--- src/design/uart_pkg.sv ---
`default_nettype none

package uart_pkg;

    // Frame format is 8N1: one start bit, data_bits data bits, one stop bit.
    parameter int data_bits = 8;

    // Width of the bit-timing counters in both serial modules.
    parameter int counter_width = 16;

    typedef enum logic [1:0] {
        tx_idle,
        tx_start,
        tx_data,
        tx_stop
    } tx_state_t;

    typedef enum logic [1:0] {
        rx_idle,
        rx_start,
        rx_data,
        rx_stop
    } rx_state_t;

    // Request decoded from the bus strobes.
    typedef enum logic [1:0] {
        op_none,
        op_write,
        op_read
    } bus_op_t;

endpackage

`default_nettype wire

--- src/design/uart_tx.sv ---
`timescale 1ns/100ps
`default_nettype none

module uart_tx
    import uart_pkg::*;
#(
    parameter int clks_per_bit = 16
) (
    input  wire                  clock,
    input  wire                  reset,
    input  wire                  tx_load,
    input  wire [data_bits-1:0]  tx_byte,
    output logic                 tx_busy,
    output logic                 tx_done,
    output logic                 tx
);

    localparam int index_width = $clog2(data_bits);
    localparam logic [counter_width-1:0] bit_last = counter_width'(clks_per_bit - 1);
    localparam logic [index_width-1:0] index_last = index_width'(data_bits - 1);

    tx_state_t                state;
    logic [counter_width-1:0] count;
    logic [index_width-1:0]   bit_index;
    logic [data_bits-1:0]     shift;
    logic                     bit_end;

    assign bit_end = (count == bit_last);
    assign tx_busy = (state != tx_idle);
    assign tx_done = (state == tx_stop) && bit_end; // Last cycle of the stop bit.

    always_ff @(posedge clock) begin
        if (!reset) begin
            state     <= tx_idle;
            count     <= '0;
            bit_index <= '0;
            tx        <= 1'b1;
        end else if (tx_load) begin
            state     <= tx_start;
            count     <= '0;
            bit_index <= '0;
            tx        <= 1'b0; // Start bit goes out on the next cycle.
        end else begin
            case (state)
                tx_start: begin
                    count <= bit_end ? '0 : count + 1'b1;
                    if (bit_end) begin
                        state <= tx_data;
                        tx    <= shift[0];
                    end
                end
                tx_data: begin
                    count <= bit_end ? '0 : count + 1'b1;
                    if (bit_end) begin
                        if (bit_index == index_last) begin
                            state <= tx_stop;
                            tx    <= 1'b1;
                        end else begin
                            bit_index <= bit_index + 1'b1;
                            tx        <= shift[0];
                        end
                    end
                end
                tx_stop: begin
                    count <= bit_end ? '0 : count + 1'b1;
                    if (bit_end) begin
                        state <= tx_idle;
                    end
                end
                default: count <= '0;
            endcase
        end
    end

    // Bit 0 of the shifter always holds the next bit to send.
    always_ff @(posedge clock) begin
        if (tx_load) begin
            shift <= tx_byte;
        end else if (bit_end && (state == tx_start || state == tx_data)) begin
            shift <= shift >> 1;
        end
    end

endmodule

`default_nettype wire

--- src/design/uart_rx.sv ---
`timescale 1ns/100ps
`default_nettype none

module uart_rx
    import uart_pkg::*;
#(
    parameter int clks_per_bit = 16
) (
    input  wire                  clock,
    input  wire                  reset,
    input  wire                  rx,
    output logic                 rx_strobe,
    output logic [data_bits-1:0] rx_byte
);

    localparam int index_width = $clog2(data_bits);
    localparam logic [counter_width-1:0] bit_last = counter_width'(clks_per_bit - 1);
    localparam logic [counter_width-1:0] half_last = counter_width'(clks_per_bit / 2 - 1);
    localparam logic [index_width-1:0] index_last = index_width'(data_bits - 1);

    rx_state_t                state;
    logic [counter_width-1:0] count;
    logic [index_width-1:0]   bit_index;
    logic [data_bits-1:0]     shift;
    logic                     rx_meta;
    logic                     rx_sync;
    logic                     rx_prev;
    logic                     fall;
    logic                     bit_end;

    assign fall      = rx_prev && !rx_sync;
    assign bit_end   = (count == bit_last);
    assign rx_strobe = (state == rx_stop) && bit_end && rx_sync; // Good stop bit only.
    assign rx_byte   = shift;

    // Two-flop synchronizer plus one more stage for edge detection.
    always_ff @(posedge clock) begin
        if (!reset) begin
            rx_meta <= 1'b1;
            rx_sync <= 1'b1;
            rx_prev <= 1'b1;
        end else begin
            rx_meta <= rx;
            rx_sync <= rx_meta;
            rx_prev <= rx_sync;
        end
    end

    always_ff @(posedge clock) begin
        if (!reset) begin
            state     <= rx_idle;
            count     <= '0;
            bit_index <= '0;
        end else begin
            case (state)
                rx_idle: begin
                    count     <= '0;
                    bit_index <= '0;
                    if (fall) begin
                        state <= rx_start;
                    end
                end
                rx_start: begin
                    if (count == half_last) begin
                        count <= '0;
                        // A line that is high again at mid-bit was only a glitch.
                        state <= rx_sync ? rx_idle : rx_data;
                    end else begin
                        count <= count + 1'b1;
                    end
                end
                rx_data: begin
                    count <= bit_end ? '0 : count + 1'b1;
                    if (bit_end) begin
                        if (bit_index == index_last) begin
                            state <= rx_stop;
                        end else begin
                            bit_index <= bit_index + 1'b1;
                        end
                    end
                end
                default: begin
                    count <= bit_end ? '0 : count + 1'b1;
                    if (bit_end) begin
                        state <= rx_idle; // Bad stop bits are dropped here too.
                    end
                end
            endcase
        end
    end

    // Data arrives least significant bit first.
    always_ff @(posedge clock) begin
        if (state == rx_data && bit_end) begin
            shift <= {rx_sync, shift[data_bits-1:1]};
        end
    end

endmodule

`default_nettype wire

--- src/design/uart_bus.sv ---
`timescale 1ns/100ps
`default_nettype none

module uart_bus
    import uart_pkg::*;
(
    input  wire                  clock,
    input  wire                  reset,
    input  wire                  valid,
    input  wire [31:0]           wdata,
    input  wire [3:0]            wstrb,
    output logic [31:0]          rdata,
    output logic                 ready,
    output logic                 tx_load,
    output logic [data_bits-1:0] tx_byte,
    input  wire                  tx_busy,
    input  wire                  tx_done,
    input  wire                  rx_strobe,
    input  wire [data_bits-1:0]  rx_byte
);

    bus_op_t              req_op;
    bus_op_t              cur_op;
    logic                 busy;
    logic                 write_go;
    logic                 read_go;
    logic                 finish;
    logic [data_bits-1:0] read_byte;

    always_comb begin
        if (!valid) begin
            req_op = op_none;
        end else if (|wstrb) begin
            req_op = op_write;
        end else begin
            req_op = op_read;
        end
    end

    // A held request is taken once; busy stays set through its ready cycle.
    assign write_go = !busy && (req_op == op_write) && !tx_busy;
    assign read_go  = !busy && (req_op == op_read);

    assign finish = busy && !ready &&
                    (((cur_op == op_write) && tx_done) ||
                     ((cur_op == op_read) && rx_strobe));

    assign tx_load = write_go;
    assign tx_byte = wdata[data_bits-1:0];
    assign rdata   = {{(32 - data_bits){1'b0}}, read_byte};

    always_ff @(posedge clock) begin
        if (!reset) begin
            busy      <= 1'b0;
            cur_op    <= op_none;
            ready     <= 1'b0;
            read_byte <= '0;
        end else begin
            ready <= finish; // Ready lands one cycle after tx_done or rx_strobe.
            if (write_go || read_go) begin
                busy   <= 1'b1;
                cur_op <= req_op;
            end else if (ready) begin
                busy   <= 1'b0;
                cur_op <= op_none;
            end
            if (finish && (cur_op == op_read)) begin
                read_byte <= rx_byte;
            end
        end
    end

endmodule

`default_nettype wire

--- src/design/uart_top.sv ---
`timescale 1ns/100ps
`default_nettype none

module uart_top
    import uart_pkg::*;
#(
    parameter int clks_per_bit = 16
) (
    input  wire         clock,
    input  wire         reset,
    input  wire         valid,
    input  wire [31:0]  wdata,
    input  wire [3:0]   wstrb,
    output logic [31:0] rdata,
    output logic        ready,
    input  wire         rx,
    output logic        tx
);

    logic                 tx_load;
    logic [data_bits-1:0] tx_byte;
    logic                 tx_busy;
    logic                 tx_done;
    logic                 rx_strobe;
    logic [data_bits-1:0] rx_byte;

    uart_bus u_bus (
        .clock     (clock),
        .reset     (reset),
        .valid     (valid),
        .wdata     (wdata),
        .wstrb     (wstrb),
        .rdata     (rdata),
        .ready     (ready),
        .tx_load   (tx_load),
        .tx_byte   (tx_byte),
        .tx_busy   (tx_busy),
        .tx_done   (tx_done),
        .rx_strobe (rx_strobe),
        .rx_byte   (rx_byte)
    );

    uart_tx #(
        .clks_per_bit (clks_per_bit)
    ) u_tx (
        .clock   (clock),
        .reset   (reset),
        .tx_load (tx_load),
        .tx_byte (tx_byte),
        .tx_busy (tx_busy),
        .tx_done (tx_done),
        .tx      (tx)
    );

    // The receiver runs freely; bytes with no pending read are lost.
    uart_rx #(
        .clks_per_bit (clks_per_bit)
    ) u_rx (
        .clock     (clock),
        .reset     (reset),
        .rx        (rx),
        .rx_strobe (rx_strobe),
        .rx_byte   (rx_byte)
    );

endmodule

`default_nettype wire

--- config.mk ---
export PLATFORM = sky130hd
export DESIGN_NAME = uart_top
export DESIGN_NICKNAME = d
export VERILOG_FILES = /design/src/design/uart_pkg.sv /design/src/design/uart_tx.sv /design/src/design/uart_rx.sv /design/src/design/uart_bus.sv /design/src/design/uart_top.sv
export SDC_FILE = /design/constraint.sdc
export NUM_CORES = 1
export LEC_CHECK = 0
export BUFFER_PORTS_ARGS = -buffer_cell sky130_fd_sc_hd__buf_2
export CELL_PAD_IN_SITES_DETAIL_PLACEMENT = 1
export CELL_PAD_IN_SITES_GLOBAL_PLACEMENT = 1
export CORE_ASPECT_RATIO = 1.2
export CORE_UTILIZATION = 43
export CTS_BUF_LIST = sky130_fd_sc_hd__clkbuf_4 sky130_fd_sc_hd__clkbuf_8
export CTS_CLUSTER_DIAMETER = 120
export CTS_CLUSTER_SIZE = 8
export DETAILED_ROUTE_END_ITERATION = 10
export PLACE_DENSITY = 0.85
export SYNTH_ARGS = -nofsm -noshare
export SYNTH_HDL_FRONTEND = slang
export SYNTH_SLANG_ARGS = --single-unit
--- constraint.sdc ---
create_clock -name clock -period 3.7 [get_ports clock]
set_clock_uncertainty 0.1 [all_clocks]
set_input_delay 0.37 -clock clock [delete_from_list [all_inputs] [get_ports clock]]
set_output_delay 0.37 -clock clock [all_outputs]
set_load 0.005 [all_outputs]
# Word level (Yosys, flattened, before mapping)
# Cells that the tools add are included.
dict set report word_totals {
  regBits 74
  inputBits 40
  out_inout_bits 34
  word_cells 124
}
dict set report op_classes {
  addsub 4
  eq_ne 28
  muxes 32
  bitwise_logic 3
  reduce_logical 40
}
# operator count
set op_table {}
lappend op_table {{16-bit by 1-bit adder with 16-bit output, second input constant} 2}
lappend op_table {{16-bit by 4-bit == test with 1-bit output, second input constant} 2}
lappend op_table {{16-bit two-way mux} 2}
lappend op_table {{16-bit case mux with 2 select lines} 1}
lappend op_table {{2-bit two-way mux} 14}
lappend op_table {{16-bit by 3-bit == test with 1-bit output, second input constant} 1}
lappend op_table {{8-bit two-way mux} 2}
lappend op_table {{2-bit by 1-bit inequality test with 1-bit output, second input constant} 8}
lappend op_table {{5-bit AND reduction} 3}
lappend op_table {{1-bit logical AND} 14}
lappend op_table {{2-bit == test, second input constant} 6}
lappend op_table {{3-bit by 2-bit inequality test with 1-bit output, second input constant} 4}
lappend op_table {{2-bit case mux with 3 select lines} 2}
lappend op_table {{3-bit AND reduction} 3}
lappend op_table {{3-bit nonzero test} 3}
lappend op_table {{2-bit by 1-bit == test with 1-bit output, second input constant} 4}
lappend op_table {{2-bit nonzero test} 4}
lappend op_table {{4-bit OR reduction} 2}
lappend op_table {{1-bit two-way mux} 7}
lappend op_table {{3-bit by 1-bit adder with 3-bit output, second input constant} 2}
lappend op_table {{3-bit == test, second input constant} 2}
lappend op_table {{3-bit two-way mux} 2}
lappend op_table {{3-bit case mux with 2 select lines} 1}
lappend op_table {{1-bit zero test} 4}
lappend op_table {{8 further kinds} 12}

# Logic depth before layout (Yosys ltp)
dict set report depth {
  word_depth 8
  mapped_depth 8
  mapped_depth_nobuf 6
}

# Hierarchy
# A second synthesis with hierarchy kept.
dict set report hier_totals {
  cells_unflattened 369
  hier_area_um2 3718.6
}
# mod instances cells_per_inst area_per_inst_um2 seq_area_each_um2
set modules_own_cells {}
lappend modules_own_cells {uart_tx 1 147 1561.5 680.7}
lappend modules_own_cells {uart_rx 1 132 1403.8 720.7}
lappend modules_own_cells {uart_bus 1 90 753.2 240.2}

# Least setup slack after synthesis
# OpenSTA, ideal clock, no wires.
dict set report synth_timing {
  kind {flip-flop to flip-flop}
  start {register u_rx.count[9]}
  end {register u_rx.shift[0] (netlist: u_rx.rx_byte[0]), enable pin}
  setup_ps 370
  arrival_time_ps 2155
  required_time_ps 3230
  slack_ps 1075
  path_stages_with_launch 6
  n_path_buf 2
  synth_period_minus_slack_ps 2625
  cell_sequence {dfxtp_1 or4_4 or4_4 buf_6 clkbuf_1 nor2_1}
}
dict set report synth_between {
  elab_chain_len 2
}
# item line_no
set synth_rtl {}
lappend synth_rtl {{start: declaration} uart_rx.sv:22} ;# logic [counter_width-1:0] count;
lappend synth_rtl {{start signal: assignment} uart_rx.sv:69} ;# count <= count + 1'b1;
lappend synth_rtl {{start signal: assignment} uart_rx.sv:73} ;# count <= bit_end ? '0 : count + 1'b1;
lappend synth_rtl {{start signal: assignment} uart_rx.sv:83} ;# count <= bit_end ? '0 : count + 1'b1;
lappend synth_rtl {{16-bit by 4-bit == test with 1-bit output} uart_rx.sv:32} ;# assign bit_end = (count == bit_last);
lappend synth_rtl {{1-bit logical AND} uart_rx.sv:94} ;# if (state == rx_data && bit_end) begin
lappend synth_rtl {{end signal: assignment} uart_rx.sv:95} ;# shift <= {rx_sync, shift[data_bits-1:1]};
lappend synth_rtl {{end: declaration} uart_rx.sv:24} ;# logic [data_bits-1:0] shift;
# Every way passes these cells.
# A chain may end at the register's enable or synchronous reset.

# Final worst setup path
dict set report layout_timing {
  start {register u_rx.count[9]}
  end {register u_rx.shift[6] (netlist: u_rx.rx_byte[6]), enable pin}
}
# Same word-level chain as after synthesis.

==> results.json <==
{
  "clk_latency_ns": 0.37,
  "core_mm2": 0.00779,
  "hold_viol_final": 0,
  "place_hpwl_mm": 5.37,
  "leakagePower_nw": 1.34,
  "overflow": 0,
  "seq_area_frac_synth": 0.465,
  "vdd_drop_max_mv": 0.305,
  "grt_usage": 0.200,
  "status": "finished, final reports clean",
  "die_area_mm2": 0.00857,
  "post_cts_resized": 0,
  "cts_tree": "yes",
  "rr_endpoint": "u_rx.rx_byte[6]",
  "drv_cap": 0,
  "grt_pass1_vias": 2763,
  "place.gp.congestion": 0.776,
  "synthArstFlopShare": 0,
  "port_buffers": 25,
  "crit_buf_inv": 0,
  "first_pass_iters": 6,
  "worstSetupEndpointType": "flop",
  "grt_pass1_wl_mm": 13.3,
  "crit_end": "u_rx.rx_byte[6]",
  "drc": 0,
  "max_freq_ghz": 0.376,
  "vias": 2737,
  "drt-initial-drc-count": 102,
  "yosys_warnings": 0,
  "period_needed_ns": 2.66,
  "setup_viol": 0,
  "critPathRequiredTime_ns": 3.61,
  "final_net_count": 441,
  "r2r_slack_ns": 1.04,
  "drive_above_1_share": 0.142,
  "final_cell_mix": "58 x dfxtp_1, 25 x nor3_1, 25 x buf_2",
  "cts_hold_buf": 0,
  "wirelength_mm": 7.96,
  "fillers": 932,
  "antenna_found_initial": 0,
  "synth_cells": 366,
  "syn_area_mm2": 0.00353,
  "fin_tns_setup_ns": 0,
  "stdcell_count": 486,
  "critPathLaunchType": "flop",
  "relSlewSlack": 0.266,
  "ys_ff_latch": 74,
  "diodes": 0,
  "crit_family": "simple AND/OR/NAND/NOR gates",
  "cts_buffers": 9,
  "cpPeakStageDelay_ns": 0.69,
  "fp.dieH_um": 101,
  "holdWs_ns": 0.111,
  "p_per_area_mw_per_mm2": 493,
  "rsz0062_at_grt": "false",
  "fin_crit_sh": 0.719,
  "cts.clk_slew.worst_paths_ns": 0.09,
  "multi_input_area_mm2": 0.00169,
  "critical_path.max_fanout": 20,
  "synth-edff-count": 16,
  "viasPerCell": 5.63,
  "syn2layout_area_growth_pct": 8.83,
  "die_w_um": 84.7,
  "reg2reg_from": "u_rx.count[9]",
  "ant_nets": 0,
  "synth.avg_cell_area_um2": 9.64,
  "io_pins": 74,
  "critPathSlowestCell": "or4_4",
  "clock_path_buffers": 2,
  "hp-class": "input pin to flop",
  "ff_latch_area_mm2": 0.00164,
  "final_max_slew_viol_count": 0,
  "worstPathArrival_ns": 2.56,
  "path_class": "flop to flop",
  "placedCellCount": 470,
  "cts-root-buf": "clkbuf_8",
  "startpoint": "u_rx.count[9]",
  "path_depth": 3,
  "cts_max_level": 3,
  "worstMarginPinSlew_ns": 1.10,
  "path_common_cell": "or4_4",
  "rows": 35,
  "initial_core_util": 0.452,
  "rr_worst_depth": 3,
  "layout_commonest_cell": "dfxtp_1",
  "post_synth_num_cell_types": 45,
  "synthFlopType": "dfxtp_1",
  "cts.sinks": 74,
  "grt_start_max_net_pins": 34,
  "final_util": 0.492,
  "path_cells": "or4_4, or4_4, nor2_1",
  "wl_per_cell_um": 16.4,
  "post_cts_buffers": 0
}
## routing by layer
| metal | global-route usage | vias up | part of all wire |
|---|---|---|---|
| met3 | 0.0359 | 20 | 0.024 |
| li1 | - | 1332 | - |
| met5 | 0 | - | 0 |
| met4 | 0.117 | 0 | 0.030 |
| met2 | 0.348 | 45 | 0.52 |
| met1 | 0.233 | 1340 | 0.43 |
## power by group
group          switching [mW]  internal [mW]  total (mW)
Sequential             0.0318          0.889       0.921
Combinational           0.176          0.117       0.293
Clock                   0.341          0.337       0.678
Total                   0.549           1.34        1.89
## stage by stage
step           instance area (um^2)  power [mW]  worst slack, ns
3_5_place_dp                   3630        1.24            0.965
4_1_cts                        3840        1.91             1.00
3_3_place_gp                   3630        1.21             1.09
6_report                       3840        1.89             1.04
2_1_floorplan                  3610        1.18             1.07
5_1_grt                        3840        1.99            0.937
## final cells by class
type / count / area share
Multi-Input combinational cell: 266 / 0.440
Clock buffer: 10 / 0.0359
Timing Repair Buffer: 27 / 0.0365
Sequential cell: 74 / 0.428
Tap cell: 92 / 0.0300
Clock inverter: 6 / 0.0192
Inverter: 11 / 0.0108
## worst register-to-register path: cells and delay by family, from the launching register on
family	cells	cell delay [ns]
flops	1	0.38
simple gates	3	1.82
## logic make-up (layout without fill, tap and decap cells)
family	Yosys count	in the layout	share of synthesized area
AND/OR/NAND/NOR	141	141	0.218
flip-flops	74	74	0.465
AO/OA/AOI/OAI	53	53	0.0972
buffers and inverters	49	54	0.0802
XOR/XNOR	27	27	0.0670
adder cells (fa/ha/maj)	12	12	0.0426
multiplexers	9	9	0.0284
other	1	24	0.00106
## synthesized netlist by cell type, types with 10 or more instances
master	n	area share
buf_4	24	0.051
nor2_1	24	0.026
xnor2_1	18	0.045
ha_1	12	0.043
nand2_1	13	0.014
nand4_1	19	0.034
edfxtp_1	16	0.14
dfxtp_1	58	0.33
o31ai_1	10	0.021
nor3_1	25	0.035
o21ai_0	12	0.017
a21oi_1	15	0.021
nor4_1	12	0.021
inv_1	11	0.012
nand3_1	14	0.020
## worst min path at each step
stage / end / startpoint / depth (start not counted) / slack (ns)
6_report: u_rx.rx_meta / rx / 2 / 0.11
5_1_grt: u_rx.rx_meta / rx / 2 / 0.12
4_1_cts: u_rx.rx_meta / rx / 2 / 0.11
3_5_place_dp: u_rx.rx_sync / u_rx.rx_meta / 1 / 0.31
3_3_place_gp: u_rx.rx_sync / u_rx.rx_meta / 1 / 0.29
2_1_floorplan: u_rx.rx_sync / u_rx.rx_meta / 1 / 0.29
## sequential cells by signal, summed over array words and instances (netlist names)
register and flops:
u_tx.shift 8, u_rx.bit_index 3, u_rx.rx_sync 1, u_rx.rx_prev 1, u_tx.tx 1, u_bus.ready 1
u_bus.busy 1, u_rx.count 16, u_bus.read_byte 8, u_rx.state 2, u_bus.cur_op 2, u_tx.bit_index 3
u_rx.rx_byte 8, u_rx.rx_meta 1, u_tx.state 2, u_tx.count 16
No activity file was read; power rests on OpenSTA's default activity.
